`src/logic/pongGamePkg.sv`:
```
package pongGamePkg;

	// Points of one player
	typedef logic [2:0] scoreT;

	////////////////////
	// Motion per game tick, in pixels
	localparam logic [3:0] PaddleStep = 4'd4;

	// Applied to x and y alike
	localparam logic [3:0] BallStep = 4'd2;

	////////////////////
	// LED bit layout
	// Score fields are given by their lowest bit
	localparam int LedScoreLeft  = 0;
	localparam int LedScoreRight = 3;
	localparam int LedPlaying    = 6;

	// Set when the left player won
	localparam int LedWinner = 7;

endpackage

```
`src/logic/pongGeomPkg.sv`:
```
package pongGeomPkg;

	// Pixel or line coordinate on the raster
	typedef logic [9:0] coordT;

	////////////////////
	// Horizontal raster timing, in pixels
	localparam coordT HActive = 10'd640;
	localparam coordT HFront  = 10'd16;
	localparam coordT HSync   = 10'd96;
	localparam coordT HBack   = 10'd48;
	localparam coordT HTotal  = 10'd800;

	// Vertical raster timing, in lines
	localparam coordT VActive = 10'd480;
	localparam coordT VFront  = 10'd10;
	localparam coordT VSync   = 10'd2;
	localparam coordT VBack   = 10'd33;
	localparam coordT VTotal  = 10'd525;

	////////////////////
	// Playing field walls
	localparam coordT FieldLeft   = 10'd10;
	localparam coordT FieldRight  = 10'd630;
	localparam coordT FieldTop    = 10'd10;
	localparam coordT FieldBottom = 10'd370;

	// Paddles and ball
	localparam coordT PaddleWidth  = 10'd10;
	localparam coordT PaddleHeight = 10'd60;
	localparam coordT PaddleLeftX  = 10'd30;
	localparam coordT PaddleRightX = 10'd600;
	localparam coordT BallSize     = 10'd8;
	localparam coordT BallStartX   = 10'd316;
	localparam coordT BallStartY   = 10'd186;

endpackage

```
`src/logic/ballMotion.sv`:
```
`timescale 1ns/1ps

module ballMotion (
	input  logic               mclk,
	input  logic               arstN,
	input  logic               tick,
	input  logic               playing,
	input  pongGeomPkg::coordT paddleLeftY,
	input  pongGeomPkg::coordT paddleRightY,
	output pongGeomPkg::coordT ballX,
	output pongGeomPkg::coordT ballY,
	output logic               missLeft,
	output logic               missRight
);
	import pongGeomPkg::*;
	import pongGamePkg::*;

	// Turning points of the ball's top left corner
	localparam coordT BallMinX  = FieldLeft + BallStep;
	localparam coordT BallMaxX  = FieldRight - BallSize - BallStep;
	localparam coordT BallMinY  = FieldTop + BallStep;
	localparam coordT BallMaxY  = FieldBottom - BallSize - BallStep;
	localparam coordT LeftHitX  = PaddleLeftX + PaddleWidth;
	localparam coordT RightHitX = PaddleRightX - BallSize;

	logic  dirRight;
	logic  dirDown;
	logic  dirRightNext;
	logic  dirDownNext;
	coordT xNext;
	coordT yNext;
	logic  missL;
	logic  missR;
	logic  atLeftFace;
	logic  atRightFace;
	logic  overlapLeft;
	logic  overlapRight;

	always_comb
	begin
		atLeftFace   = (ballX <= LeftHitX) && (ballX > LeftHitX - BallStep);
		atRightFace  = (ballX >= RightHitX) && (ballX < RightHitX + BallStep);
		overlapLeft  = (ballY + BallSize > paddleLeftY) && (ballY < paddleLeftY + PaddleHeight);
		overlapRight = (ballY + BallSize > paddleRightY) && (ballY < paddleRightY + PaddleHeight);

		xNext        = ballX;
		yNext        = ballY;
		dirRightNext = dirRight;
		dirDownNext  = dirDown;
		missL        = 1'b0;
		missR        = 1'b0;

		// Top and bottom walls
		if (dirDown)
		begin
			if (ballY >= BallMaxY)
			begin
				dirDownNext = 1'b0;
				yNext       = ballY - BallStep;
			end
			else
				yNext = ballY + BallStep;
		end
		else
		begin
			if (ballY <= BallMinY)
			begin
				dirDownNext = 1'b1;
				yNext       = ballY + BallStep;
			end
			else
				yNext = ballY - BallStep;
		end

		// Paddle faces first, then the goal walls
		if (dirRight)
		begin
			if (atRightFace && overlapRight)
			begin
				dirRightNext = 1'b0;
				xNext        = ballX - BallStep;
			end
			else if (ballX >= BallMaxX)
				missR = 1'b1;
			else
				xNext = ballX + BallStep;
		end
		else
		begin
			if (atLeftFace && overlapLeft)
			begin
				dirRightNext = 1'b1;
				xNext        = ballX + BallStep;
			end
			else if (ballX <= BallMinX)
				missL = 1'b1;
			else
				xNext = ballX - BallStep;
		end

		// Serve again, toward the side that just scored
		if (missL || missR)
		begin
			xNext        = BallStartX;
			yNext        = BallStartY;
			dirRightNext = missL;
			dirDownNext  = 1'b1;
		end
	end

	always_ff @(posedge mclk or negedge arstN)
	begin
		if (!arstN)
		begin
			ballX     <= BallStartX;
			ballY     <= BallStartY;
			dirRight  <= 1'b1;
			dirDown   <= 1'b1;
			missLeft  <= 1'b0;
			missRight <= 1'b0;
		end
		else
		begin
			missLeft  <= 1'b0;
			missRight <= 1'b0;
			if (tick && playing)
			begin
				ballX     <= xNext;
				ballY     <= yNext;
				dirRight  <= dirRightNext;
				dirDown   <= dirDownNext;
				missLeft  <= missL;
				missRight <= missR;
			end
		end
	end

	ballInField: assert property (
		@(posedge mclk) disable iff (!arstN)
		(ballX >= FieldLeft) && (ballX + BallSize <= FieldRight)
			&& (ballY >= FieldTop) && (ballY + BallSize <= FieldBottom)
	);

endmodule

```
`src/logic/matchControl.sv`:
```
`timescale 1ns/1ps

module matchControl #(
	parameter int TickDiv  = 416667,
	parameter int WinScore = 5
) (
	input  logic               mclk,
	input  logic               arstN,
	input  logic               missLeft,
	input  logic               missRight,
	output logic               tick,
	output logic               playing,
	output pongGamePkg::scoreT scoreLeft,
	output pongGamePkg::scoreT scoreRight,
	output logic               winner
);
	import pongGamePkg::*;

	localparam int    CntW      = (TickDiv > 1) ? $clog2(TickDiv) : 1;
	localparam scoreT LastPoint = scoreT'(WinScore - 1);

	logic [CntW-1:0] tickCnt;
	logic            tickWrap;

	assign tickWrap = (tickCnt == CntW'(TickDiv - 1));

	////////////////////
	// Game tick divider
	always_ff @(posedge mclk or negedge arstN)
	begin
		if (!arstN)
		begin
			tickCnt <= '0;
			tick    <= 1'b0;
		end
		else
		begin
			tick <= tickWrap && playing;
			if (tickWrap)
				tickCnt <= '0;
			else
				tickCnt <= tickCnt + 1'b1;
		end
	end

	////////////////////
	// Scores and match state
	// A miss by one side is a point for the other
	always_ff @(posedge mclk or negedge arstN)
	begin
		if (!arstN)
		begin
			scoreLeft  <= '0;
			scoreRight <= '0;
			playing    <= 1'b1;
			winner     <= 1'b0;
		end
		else if (playing)
		begin
			if (missLeft)
			begin
				scoreRight <= scoreRight + 1'b1;
				if (scoreRight == LastPoint)
				begin
					playing <= 1'b0;
					winner  <= 1'b0;
				end
			end
			else if (missRight)
			begin
				scoreLeft <= scoreLeft + 1'b1;
				if (scoreLeft == LastPoint)
				begin
					playing <= 1'b0;
					winner  <= 1'b1;
				end
			end
		end
	end

	scoreLimit: assert property (
		@(posedge mclk) disable iff (!arstN)
		(scoreLeft <= WinScore) && (scoreRight <= WinScore)
	);

	// Ball logic never reports both sides at once
	singleMiss: assert property (
		@(posedge mclk) disable iff (!arstN)
		!(missLeft && missRight)
	);

endmodule

```
`src/logic/paddleMotion.sv`:
```
`timescale 1ns/1ps

module paddleMotion (
	input  logic               mclk,
	input  logic               arstN,
	input  logic               tick,
	input  logic               playing,
	input  logic               up,
	input  logic               down,
	output pongGeomPkg::coordT paddleY
);
	import pongGeomPkg::*;
	import pongGamePkg::*;

	localparam coordT PaddleMinY   = FieldTop;
	localparam coordT PaddleMaxY   = FieldBottom - PaddleHeight;
	// Centred in the field
	localparam coordT PaddleStartY = (FieldTop + FieldBottom - PaddleHeight) / 10'd2;

	// Both buttons or none keep the paddle where it is
	always_ff @(posedge mclk or negedge arstN)
	begin
		if (!arstN)
			paddleY <= PaddleStartY;
		else if (tick && playing)
		begin
			if (up && !down)
			begin
				if (paddleY < PaddleMinY + PaddleStep)
					paddleY <= PaddleMinY;
				else
					paddleY <= paddleY - PaddleStep;
			end
			else if (down && !up)
			begin
				if (paddleY > PaddleMaxY - PaddleStep)
					paddleY <= PaddleMaxY;
				else
					paddleY <= paddleY + PaddleStep;
			end
		end
	end

	paddleInField: assert property (
		@(posedge mclk) disable iff (!arstN)
		(paddleY >= PaddleMinY) && (paddleY <= PaddleMaxY)
	);

endmodule

```
`src/logic/pixelRenderer.sv`:
```
`timescale 1ns/1ps

module pixelRenderer (
	input  logic               mclk,
	input  logic               arstN,
	input  pongGeomPkg::coordT hPos,
	input  pongGeomPkg::coordT vPos,
	input  logic               active,
	input  logic               hsyncRaw,
	input  logic               vsyncRaw,
	input  pongGeomPkg::coordT paddleLeftY,
	input  pongGeomPkg::coordT paddleRightY,
	input  pongGeomPkg::coordT ballX,
	input  pongGeomPkg::coordT ballY,
	input  logic [7:0]         colourSel,
	output logic [2:0]         red,
	output logic [2:0]         green,
	output logic [2:0]         blue,
	output logic               hsync,
	output logic               vsync
);
	import pongGeomPkg::*;

	localparam coordT FieldWidth  = FieldRight - FieldLeft + 10'd1;
	localparam coordT FieldHeight = FieldBottom - FieldTop + 10'd1;

	logic wallHit;
	logic paddleHit;
	logic ballHit;
	logic painted;

	// Point inside a rectangle given by corner and size
	function automatic logic inRect(
		input coordT x,
		input coordT y,
		input coordT left,
		input coordT top,
		input coordT width,
		input coordT height
	);
		return (x >= left) && (x < left + width) && (y >= top) && (y < top + height);
	endfunction

	////////////////////
	// Hit tests
	assign wallHit =
		inRect(hPos, vPos, FieldLeft, FieldTop, 10'd1, FieldHeight) ||
		inRect(hPos, vPos, FieldRight, FieldTop, 10'd1, FieldHeight) ||
		inRect(hPos, vPos, FieldLeft, FieldTop, FieldWidth, 10'd1) ||
		inRect(hPos, vPos, FieldLeft, FieldBottom, FieldWidth, 10'd1);

	assign paddleHit =
		inRect(hPos, vPos, PaddleLeftX, paddleLeftY, PaddleWidth, PaddleHeight) ||
		inRect(hPos, vPos, PaddleRightX, paddleRightY, PaddleWidth, PaddleHeight);

	assign ballHit = inRect(hPos, vPos, ballX, ballY, BallSize, BallSize);

	assign painted = wallHit || paddleHit || ballHit;

	////////////////////
	// Output stage, colour and sync share one register
	always_ff @(posedge mclk or negedge arstN)
	begin
		if (!arstN)
		begin
			red   <= '0;
			green <= '0;
			blue  <= '0;
			hsync <= 1'b1;
			vsync <= 1'b1;
		end
		else
		begin
			hsync <= hsyncRaw;
			vsync <= vsyncRaw;
			if (!active)
			begin
				red   <= '0;
				green <= '0;
				blue  <= '0;
			end
			else if (painted)
			begin
				// Objects in the inverse of the background
				red   <= ~colourSel[7:5];
				green <= ~colourSel[4:2];
				blue  <= {~colourSel[1:0], 1'b0};
			end
			else
			begin
				red   <= colourSel[7:5];
				green <= colourSel[4:2];
				blue  <= {colourSel[1:0], 1'b0};
			end
		end
	end

endmodule

```
`src/logic/pongTop.sv`:
```
`timescale 1ns/1ps

module pongTop #(
	parameter int TickDiv  = 416667,
	parameter int WinScore = 5
) (
	input  logic       mclk,
	input  logic       arstN,
	input  logic [7:0] sw,
	input  logic [3:0] btn,
	output logic       hsync,
	output logic       vsync,
	output logic [2:0] red,
	output logic [2:0] green,
	output logic [2:0] blue,
	output logic [7:0] led
);
	import pongGeomPkg::*;
	import pongGamePkg::*;

	// Raster
	coordT hPos;
	coordT vPos;
	logic  active;
	logic  hsyncRaw;
	logic  vsyncRaw;

	// Game state
	logic  tick;
	logic  playing;
	logic  winner;
	scoreT scoreLeft;
	scoreT scoreRight;
	logic  missLeft;
	logic  missRight;
	coordT paddleLeftY;
	coordT paddleRightY;
	coordT ballX;
	coordT ballY;

	vgaTiming u_vgaTiming (
		.mclk     (mclk),
		.arstN    (arstN),
		.hPos     (hPos),
		.vPos     (vPos),
		.active   (active),
		.hsyncRaw (hsyncRaw),
		.vsyncRaw (vsyncRaw)
	);

	matchControl #(
		.TickDiv  (TickDiv),
		.WinScore (WinScore)
	) u_matchControl (
		.mclk       (mclk),
		.arstN      (arstN),
		.missLeft   (missLeft),
		.missRight  (missRight),
		.tick       (tick),
		.playing    (playing),
		.scoreLeft  (scoreLeft),
		.scoreRight (scoreRight),
		.winner     (winner)
	);

	// Left player on buttons 2 and 3
	paddleMotion u_paddleLeft (
		.mclk    (mclk),
		.arstN   (arstN),
		.tick    (tick),
		.playing (playing),
		.up      (btn[2]),
		.down    (btn[3]),
		.paddleY (paddleLeftY)
	);

	paddleMotion u_paddleRight (
		.mclk    (mclk),
		.arstN   (arstN),
		.tick    (tick),
		.playing (playing),
		.up      (btn[0]),
		.down    (btn[1]),
		.paddleY (paddleRightY)
	);

	ballMotion u_ballMotion (
		.mclk         (mclk),
		.arstN        (arstN),
		.tick         (tick),
		.playing      (playing),
		.paddleLeftY  (paddleLeftY),
		.paddleRightY (paddleRightY),
		.ballX        (ballX),
		.ballY        (ballY),
		.missLeft     (missLeft),
		.missRight    (missRight)
	);

	pixelRenderer u_pixelRenderer (
		.mclk         (mclk),
		.arstN        (arstN),
		.hPos         (hPos),
		.vPos         (vPos),
		.active       (active),
		.hsyncRaw     (hsyncRaw),
		.vsyncRaw     (vsyncRaw),
		.paddleLeftY  (paddleLeftY),
		.paddleRightY (paddleRightY),
		.ballX        (ballX),
		.ballY        (ballY),
		.colourSel    (sw),
		.red          (red),
		.green        (green),
		.blue         (blue),
		.hsync        (hsync),
		.vsync        (vsync)
	);

	// Scoreboard LEDs
	always_comb
	begin
		led = '0;
		led[LedScoreLeft +: $bits(scoreT)]  = scoreLeft;
		led[LedScoreRight +: $bits(scoreT)] = scoreRight;
		led[LedPlaying]                     = playing;
		led[LedWinner]                      = winner;
	end

endmodule

```
`src/logic/vgaTiming.sv`:
```
`timescale 1ns/1ps

module vgaTiming (
	input  logic               mclk,
	input  logic               arstN,
	output pongGeomPkg::coordT hPos,
	output pongGeomPkg::coordT vPos,
	output logic               active,
	output logic               hsyncRaw,
	output logic               vsyncRaw
);
	import pongGeomPkg::*;

	// Sync pulse windows
	localparam coordT HSyncStart = HActive + HFront;
	localparam coordT HSyncEnd   = HSyncStart + HSync;
	localparam coordT VSyncStart = VActive + VFront;
	localparam coordT VSyncEnd   = VSyncStart + VSync;

	coordT hNext;
	coordT vNext;
	logic  lineEnd;

	// Position of the next pixel
	always_comb
	begin
		lineEnd = (hPos == HTotal - 10'd1);
		hNext   = lineEnd ? '0 : hPos + 10'd1;
		vNext   = vPos;
		if (lineEnd)
		begin
			vNext = (vPos == VTotal - 10'd1) ? '0 : vPos + 10'd1;
		end
	end

	// Flags are derived from the next position so they
	// line up with the registered coordinates
	always_ff @(posedge mclk or negedge arstN)
	begin
		if (!arstN)
		begin
			hPos     <= '0;
			vPos     <= '0;
			active   <= 1'b1;
			hsyncRaw <= 1'b1;
			vsyncRaw <= 1'b1;
		end
		else
		begin
			hPos     <= hNext;
			vPos     <= vNext;
			active   <= (hNext < HActive) && (vNext < VActive);
			hsyncRaw <= !((hNext >= HSyncStart) && (hNext < HSyncEnd));
			vsyncRaw <= !((vNext >= VSyncStart) && (vNext < VSyncEnd));
		end
	end

	// Counters never leave the raster
	posInRaster: assert property (
		@(posedge mclk) disable iff (!arstN)
		(hPos < HTotal) && (vPos < VTotal)
	);

endmodule
```
`config.mk`:
```
export PLATFORM = sky130hd
export DESIGN_NAME = pongTop
export DESIGN_NICKNAME = d
export VERILOG_FILES = /design/src/logic/pongGamePkg.sv /design/src/logic/pongGeomPkg.sv /design/src/logic/ballMotion.sv /design/src/logic/matchControl.sv /design/src/logic/paddleMotion.sv /design/src/logic/pixelRenderer.sv /design/src/logic/pongTop.sv /design/src/logic/vgaTiming.sv
export SDC_FILE = /design/constraint.sdc
export NUM_CORES = 1
export LEC_CHECK = 0
export ABC_CLOCK_PERIOD_IN_PS = 5700
export BUFFER_PORTS_ARGS = -buffer_cell sky130_fd_sc_hd__buf_4
export CORE_MARGIN = 2
export CORE_UTILIZATION = 31
export CTS_CLUSTER_DIAMETER = 60
export DETAILED_ROUTE_END_ITERATION = 8
export GPL_TIMING_DRIVEN = 1
export PLACE_DENSITY = 0.58
export SLEW_MARGIN = 20
export SYNTH_ARGS = -nofsm -noshare
export SYNTH_HDL_FRONTEND = slang
export SYNTH_SLANG_ARGS = --single-unit
```
`constraint.sdc`:
```
create_clock -name mclk -period 5.7 [get_ports mclk]
set_clock_uncertainty 0.15 [all_clocks]
set_input_delay 0.57 -clock mclk [delete_from_list [all_inputs] [get_ports mclk]]
set_output_delay 0.57 -clock mclk [all_outputs]
set_load 0.1 [all_outputs]
```
# Word level (Yosys, flattened, before mapping)
# Cells that the tools add are included.
# W data, S select, Z words.
# classes
eq_ne	8
add_sub_neg	17
bitwise	4
order_cmp	42
muxes	53
n_reduce_logical	58
# ops
operator	n
$mux W10	21
$lt A10 B10 Y1	6
$ge A10 B10 Y1 const B	5
$lt A10 B10 Y1 const B	5
$ge A10 B10 Y1	4
$lt A10 B4 Y1 const B	4
$logic_and A1 B1 Y1	35
$ge A10 B9 Y1 const B	3
$lt A10 B9 Y1 const B	3
$mux W1	25
$add A10 B1 Y10 const B	2
$add A10 B2 Y10 const B	2
$add A10 B3 Y10 const B	2
$add A10 B4 Y10 const B	2
$add A10 B6 Y10 const B	2
$eq A10 B10 Y1 const B	2
$ge A10 B4 Y1 const B	2
$gt A10 B10 Y1	2
$gt A10 B9 Y1 const B	2
$le A10 B4 Y1 const B	2
$sub A10 B2 Y10 const B	2
$sub A10 B3 Y10 const B	2
$add A19 B1 Y19 const B	1
$eq A19 B19 Y1 const B	1
20 further kinds	45
# totals
out_inout_bits	19
elab_cells	206
in_bits	14
register_bits	106

# Depth between registers and ports, before layout
# logic_depth
word_depth	11
depth_mapped	15
depth_no_buf	13

# Cells and area by module
# A second synthesis with hierarchy kept.
# unflattened
hier_cells	1115
hier_area_um2	9628.0
# modules_own_cells
mod	cells_each	n_inst	area_each_um2	seq_area_each_um2
pixelRenderer	331	1	2663.8	252.7
ballMotion	324	1	2636.3	565.5
paddleMotion	96	2	795.8	227.7
matchControl	131	1	1391.3	701.9
vgaTiming	135	1	1330.0	579.3
pongTop	2	1	15.0	0.0

# Worst setup path after synthesis
# No wires, ideal clock.
# synth_path
kind	flip-flop to flip-flop
startpoint	register u_paddleRight.paddleY[2]
endpoint	register u_pixelRenderer.blue[1]
stages_incl_launch_ff	16
setup_slack_ps	1761
period_less_slack_ps	3939
t_arrival_ps	3661
t_required_ps	5422
setup_ps	128
path_buffers	2
cell_sequence	dfrtp_1 inv_1 ha_1 or3b_1 buf_2 xnor2_1 ha_1 a21oi_1 nand2_1 a41o_1 maj3_1 maj3_1 maj3_1 o211a_1 buf_2 mux2i_1
# synth_between
elab_chain_cells	8
elab_cells_between_ends	10
classes_between	add/sub (1); order compare (2); mux (2); reduce/logical (5)
# synth_lines
item	line_no	text
start: declaration	paddleMotion.sv:10	output pongGeomPkg::coordT paddleY
start signal: assignment	paddleMotion.sv:24	paddleY <= PaddleStartY;
start signal: assignment	paddleMotion.sv:30	paddleY <= PaddleMinY;
start signal: assignment	paddleMotion.sv:32	paddleY <= paddleY - PaddleStep;
$add A10 B6 Y10 or $ge A10 B10 Y1 (tied branches)	pixelRenderer.sv:41	return (x >= left) && (x < left + width) && (y >= top) && (y < top + height);
$lt A10 B10 Y1 or $logic_and A1 B1 Y1 (tied branches)	pixelRenderer.sv:41	
$logic_and A1 B1 Y1 (*)	pixelRenderer.sv:41	
$logic_or A1 B1 Y1 (*)	pixelRenderer.sv:53	inRect(hPos, vPos, PaddleLeftX, paddleLeftY, PaddleWidth, PaddleHeight) ||
$logic_or A1 B1 Y1 (*) (2 in a row)	pixelRenderer.sv:58	assign painted = wallHit || paddleHit || ballHit;
$mux W3 (*)	pixelRenderer.sv:82	else if (painted)
$mux W3 (*)	pixelRenderer.sv:76	if (!active)
end signal: assignment	pixelRenderer.sv:87	blue <= {~colourSel[1:0], 1'b0};
end signal: assignment	pixelRenderer.sv:93	blue <= {colourSel[1:0], 1'b0};
end: declaration	pixelRenderer.sv:18	output logic [2:0] blue,
# Mark *: on every way between the ends. The rest lies on a longest branch, timed or not.
# A chain may end at the register's enable or synchronous reset.

# Final worst setup path
# layout_path
startpoint	register u_paddleRight.paddleY[2]
endpoint	register u_ballMotion.ballX[7]
# layout_between
elab_chain_cells	9
elab_cells_between_ends	14
classes_between	add/sub (1); order compare (2); eq/ne (2); mux (5); reduce/logical (4)
# layout_lines
item	line_no	text
$add A10 B6 Y10	ballMotion.sv:44	overlapRight = (ballY + BallSize > paddleRightY) && (ballY < paddleRightY + PaddleHeight);
$lt A10 B10 Y1	ballMotion.sv:44	
$logic_and A1 B1 Y1 (*)	ballMotion.sv:44	
$logic_and A1 B1 Y1 (*)	ballMotion.sv:78	if (atRightFace && overlapRight)
$mux W1	ballMotion.sv:78	
$mux W1	ballMotion.sv:76	if (dirRight)
$logic_or A1 B1 Y1	ballMotion.sv:102	if (missL || missR)
$ne A4 B4 Y1 (no line) or $ne A4 B2 Y1 (tied branches)	-	
$reduce_and A3 Y1 (no line)	-	
end signal: assignment	ballMotion.sv:115	ballX <= BallStartX;
end signal: assignment	ballMotion.sv:128	ballX <= xNext;
end: declaration	ballMotion.sv:10	output pongGeomPkg::coordT ballX,
# Marked as above.

==> summary.txt <==
Final layout
  • Commonest non-fill, non-tap cells in the layout: ha_1, dfrtp_1, nand2_1
  • Syn-to-layout area delta: 9.809%
  • Final net count: 1,127
  • Layout cells sized above 1: 0.09600
  • Most common cell after layout, fill and taps aside: ha_1
  • Fillers: 2,761
  • ANT cells: 0

Timing
  • Period minus WS final: 4.438 ns
  • Final period utilization: 0.7787
  • F_max: 225.3 MHz
  • Fin. Hold Viols: 0
  • Final setup margin: 1.262 ns
  • Hold slack: 0.09481 ns
  • RSZ-0062 raised after global routing: no
  • Final setup vio count: 0
  • Tightest Pin Transition: 1.006 ns
  • Relative slew slack: 0.3291
  • Final slew viol count: 0
  • Setup TNS: 0 ns

Route
  • Drt wl/cell: 16.78 µm
  • Drt total wl: 22,510 µm
  • Vias per cell: 5.443
  • Final ANT Viol Nets: 0
  • DRC: 0
  • DRT iter0 DRCs: 498
  • First-pass iteration count of the detailed router: 5
  • Vias after detailed routing: 7,299

CTS
  • Clock-pin slew on the worst setup and hold paths: 0.09 ns
  • Clock buffer count from CTS: 9
  • Clk buf depth: 2
  • Hold buffer count at cts: 0
  • Sink Count: 101
  • TritonCTS clock tree: built
  • H-tree levels: 3
  • Clock latency on the worst-skew pair: 0.37 ns
  • CTS root buf: clkbuf_16
  • Setup bufs post-CTS: 0
  • PostCTS Resize Cnt: 0

Power
  • Power Internal: 1.092 mW
  • Power density over cell area: 165.4 nW/µm²
  • Lkg Pwr: 4.020 nW
  • Clk pwr share: 0.427
  • Sw frac: 0.2947
  • Psw: 0.4562 mW
  • Final Power: 1.548 mW
  • Seq pwr share: 0.477
  • Peak VDD IR: 0.0001366 V
  • Combinational share of power: 0.096

Floorplanning
  • Die W: 169.8 µm
  • Die area: 28,830 µm²
  • CORE AREA: 26,950 µm²
  • Core Rows: 60
  • IO Count: 33
  • Starting Density: 0.3162
  • Die height: 169.8 µm

Placed design
  • Gpl congestion: 0.8661
  • Port bufs: 31
  • Setup WS pre-CTS: 1.284 ns
  • Hpwl dp: 16,500 µm

Synthesis
  • Synth Cell Area: 8521 µm²
  • Ys flop type: dfrtp_1
  • Largest cells by area after synthesis: dfrtp_1, ha_1, dfstp_2
  • Syn Nets: 1,120
  • Syn Inst Count: 988
  • Synth unique cells: 79
  • Share of the synthesized area in the top cell type: 0.2320
  • FF+latch count, synth: 101
  • Syn_area_per_cell: 8.624 µm²
  • Ys Warns: 0
  • Sequential fraction of the synthesis area: 0.2999
  • Ys async rst share: 1.000
  • EDFF count, synth: 0
  • Synth area leader: dfrtp_1

Setup path
  • Buf/Inv on CP: 1
  • CP endpoint kind: flop
  • Worst EP required: 5.79 ns
  • CP Max Fanout: 12
  • Critical-path top delay cell: dfrtp_1
  • Worst path arrival time: 4.53 ns
  • CP Class: flop to flop
  • Crit-path cells: inv_1 -> ha_1 -> or3b_1 -> xnor2_1 -> ha_1 -> or3_1 -> o21ai_0 -> a21oi_1 -> maj3_1 -> o21ai_0 -> a21o_1 -> nand2_1 -> o311ai_0
  • Crit path max-delay family: compound AO/OA/AOI/OAI gates
  • Max incr delay on CP: 0.49 ns
  • Crit path launch type: flop

Status
  • Status: finished clean

Global routing
  • Tot GR Track Use: 0.1597
  • Gr ovfl total: 0
  • First-pass GRT wire length: 37,320 µm
  • Vias in the first global route: 7,103
  • Largest net degree at the start of global routing: 53
  • Initial antenna violation count: 0

Worst hold path
  • Hold WC Path Type: input pin to asynchronous set/reset pin

Flow run
  • MaxCap Viol Count: 0
cell type report:
cell class,instances,area [µm²],area share
clock inverter,7,91.34,0.009762
inverter,64,240.2,0.02568
multi-input combinational,783,5548,0.5929
sequential,101,2555,0.2731
clock buffer,9,225.2,0.02407
tap,341,426.7,0.04560
timing repair buffer,36,270.3,0.02888
power groups by stage:
stage	Combinational (mW)	Clock (mW)	Sequential (mW)
floorplan	0.0825	0	0.767
global placement	0.147	0	0.752
detailed placement	0.150	0	0.752
CTS	0.151	0.682	0.739
global route	0.169	0.708	0.741
finish	0.148	0.661	0.739
worst paths after layout:
path | startpoint | endpoint | slack [ns] | cells after the start
min reg2reg | u_vgaTiming.vsyncRaw | u_pixelRenderer.vsync | 0.21 | 0
max reg2reg | u_paddleRight.paddleY[2] | u_ballMotion.ballX[7] | 1.26 | 13
max | u_paddleRight.paddleY[2] | u_ballMotion.ballX[7] | 1.26 | 13
max in group asynchronous | arstN | u_ballMotion.ballY[8] | 4.17 | 2
min | arstN | u_paddleRight.paddleY[1] | 0.09 | 1
min in group mclk | u_vgaTiming.vsyncRaw | u_pixelRenderer.vsync | 0.21 | 0
state kept, by name, indices dropped and copies added, names as in the netlist, 2 cells and up:
signal                     cells
u_paddleRight.paddleY          9
u_matchControl.scoreLeft       3
u_matchControl.tickCnt        19
u_vgaTiming.vPos              10
u_matchControl.scoreRight      3
u_vgaTiming.hPos              10
u_ballMotion.ballX             9
u_pixelRenderer.green          3
u_pixelRenderer.blue           2
u_paddleLeft.paddleY           9
u_pixelRenderer.red            3
u_ballMotion.ballY             9
logic make-up (layout without fill, tap and decap cells):
family          count (synthesis)  count (layout)  share of synthesized area
compound gates                248             248                     0.1908
xor+xnor                       55              55                    0.05742
fa+ha+maj                     125             125                     0.1815
buf+inv                       104             116                    0.04978
flops                         101             101                     0.2999
mux                            13              13                    0.01557
other cells                     1               1                  0.0004401
simple gates                  341             341                     0.2047
metal layers:
layer / vias to the layer above / GRT usage / part of all wire
met5: - / 0 / 0
met4: 0 / 0.03382 / 0.0090
met3: 15 / 0.02122 / 0.048
met2: 175 / 0.2609 / 0.46
met1: 3488 / 0.2255 / 0.48
li1: 3621 / - / -
cells in the mapped netlist (11+ instances only):
cell	number
a31oi_1	16
clkbuf_1	28
inv_1	63
nor4_1	11
a21oi_1	62
xnor2_1	42
nand2b_1	16
nand2_1	78
nor2_1	67
mux2i_1	11
xor2_1	12
dfrtp_1	79
dfstp_2	22
nand4_1	16
ha_1	118
o21ai_0	67
nor3_1	32
nand3_1	52
a211oi_1	11
worst register-to-register path, cell delays in order (launching register included):
cell	delay [ns]
dfrtp_1	0.49
inv_1	0.18
ha_1	0.27
or3b_1	0.45
xnor2_1	0.19
ha_1	0.23
or3_1	0.34
o21ai_0	0.08
a21oi_1	0.06
maj3_1	0.42
o21ai_0	0.42
a21o_1	0.48
nand2_1	0.21
o311ai_0	0.37
metrics by stage:
stage / area (µm²) / cells / util
after floorplan: 8521 / 988 / -
after global placement: 9040 / 1325 / 0.3354
after detailed placement: 9040 / 1325 / 0.3354
after CTS: 9356 / 1341 / 0.3472
after global routing: 9356 / 1341 / 0.3472
final: 9356 / 1341 / 0.3472
Power figures use the tool's default switching activity.
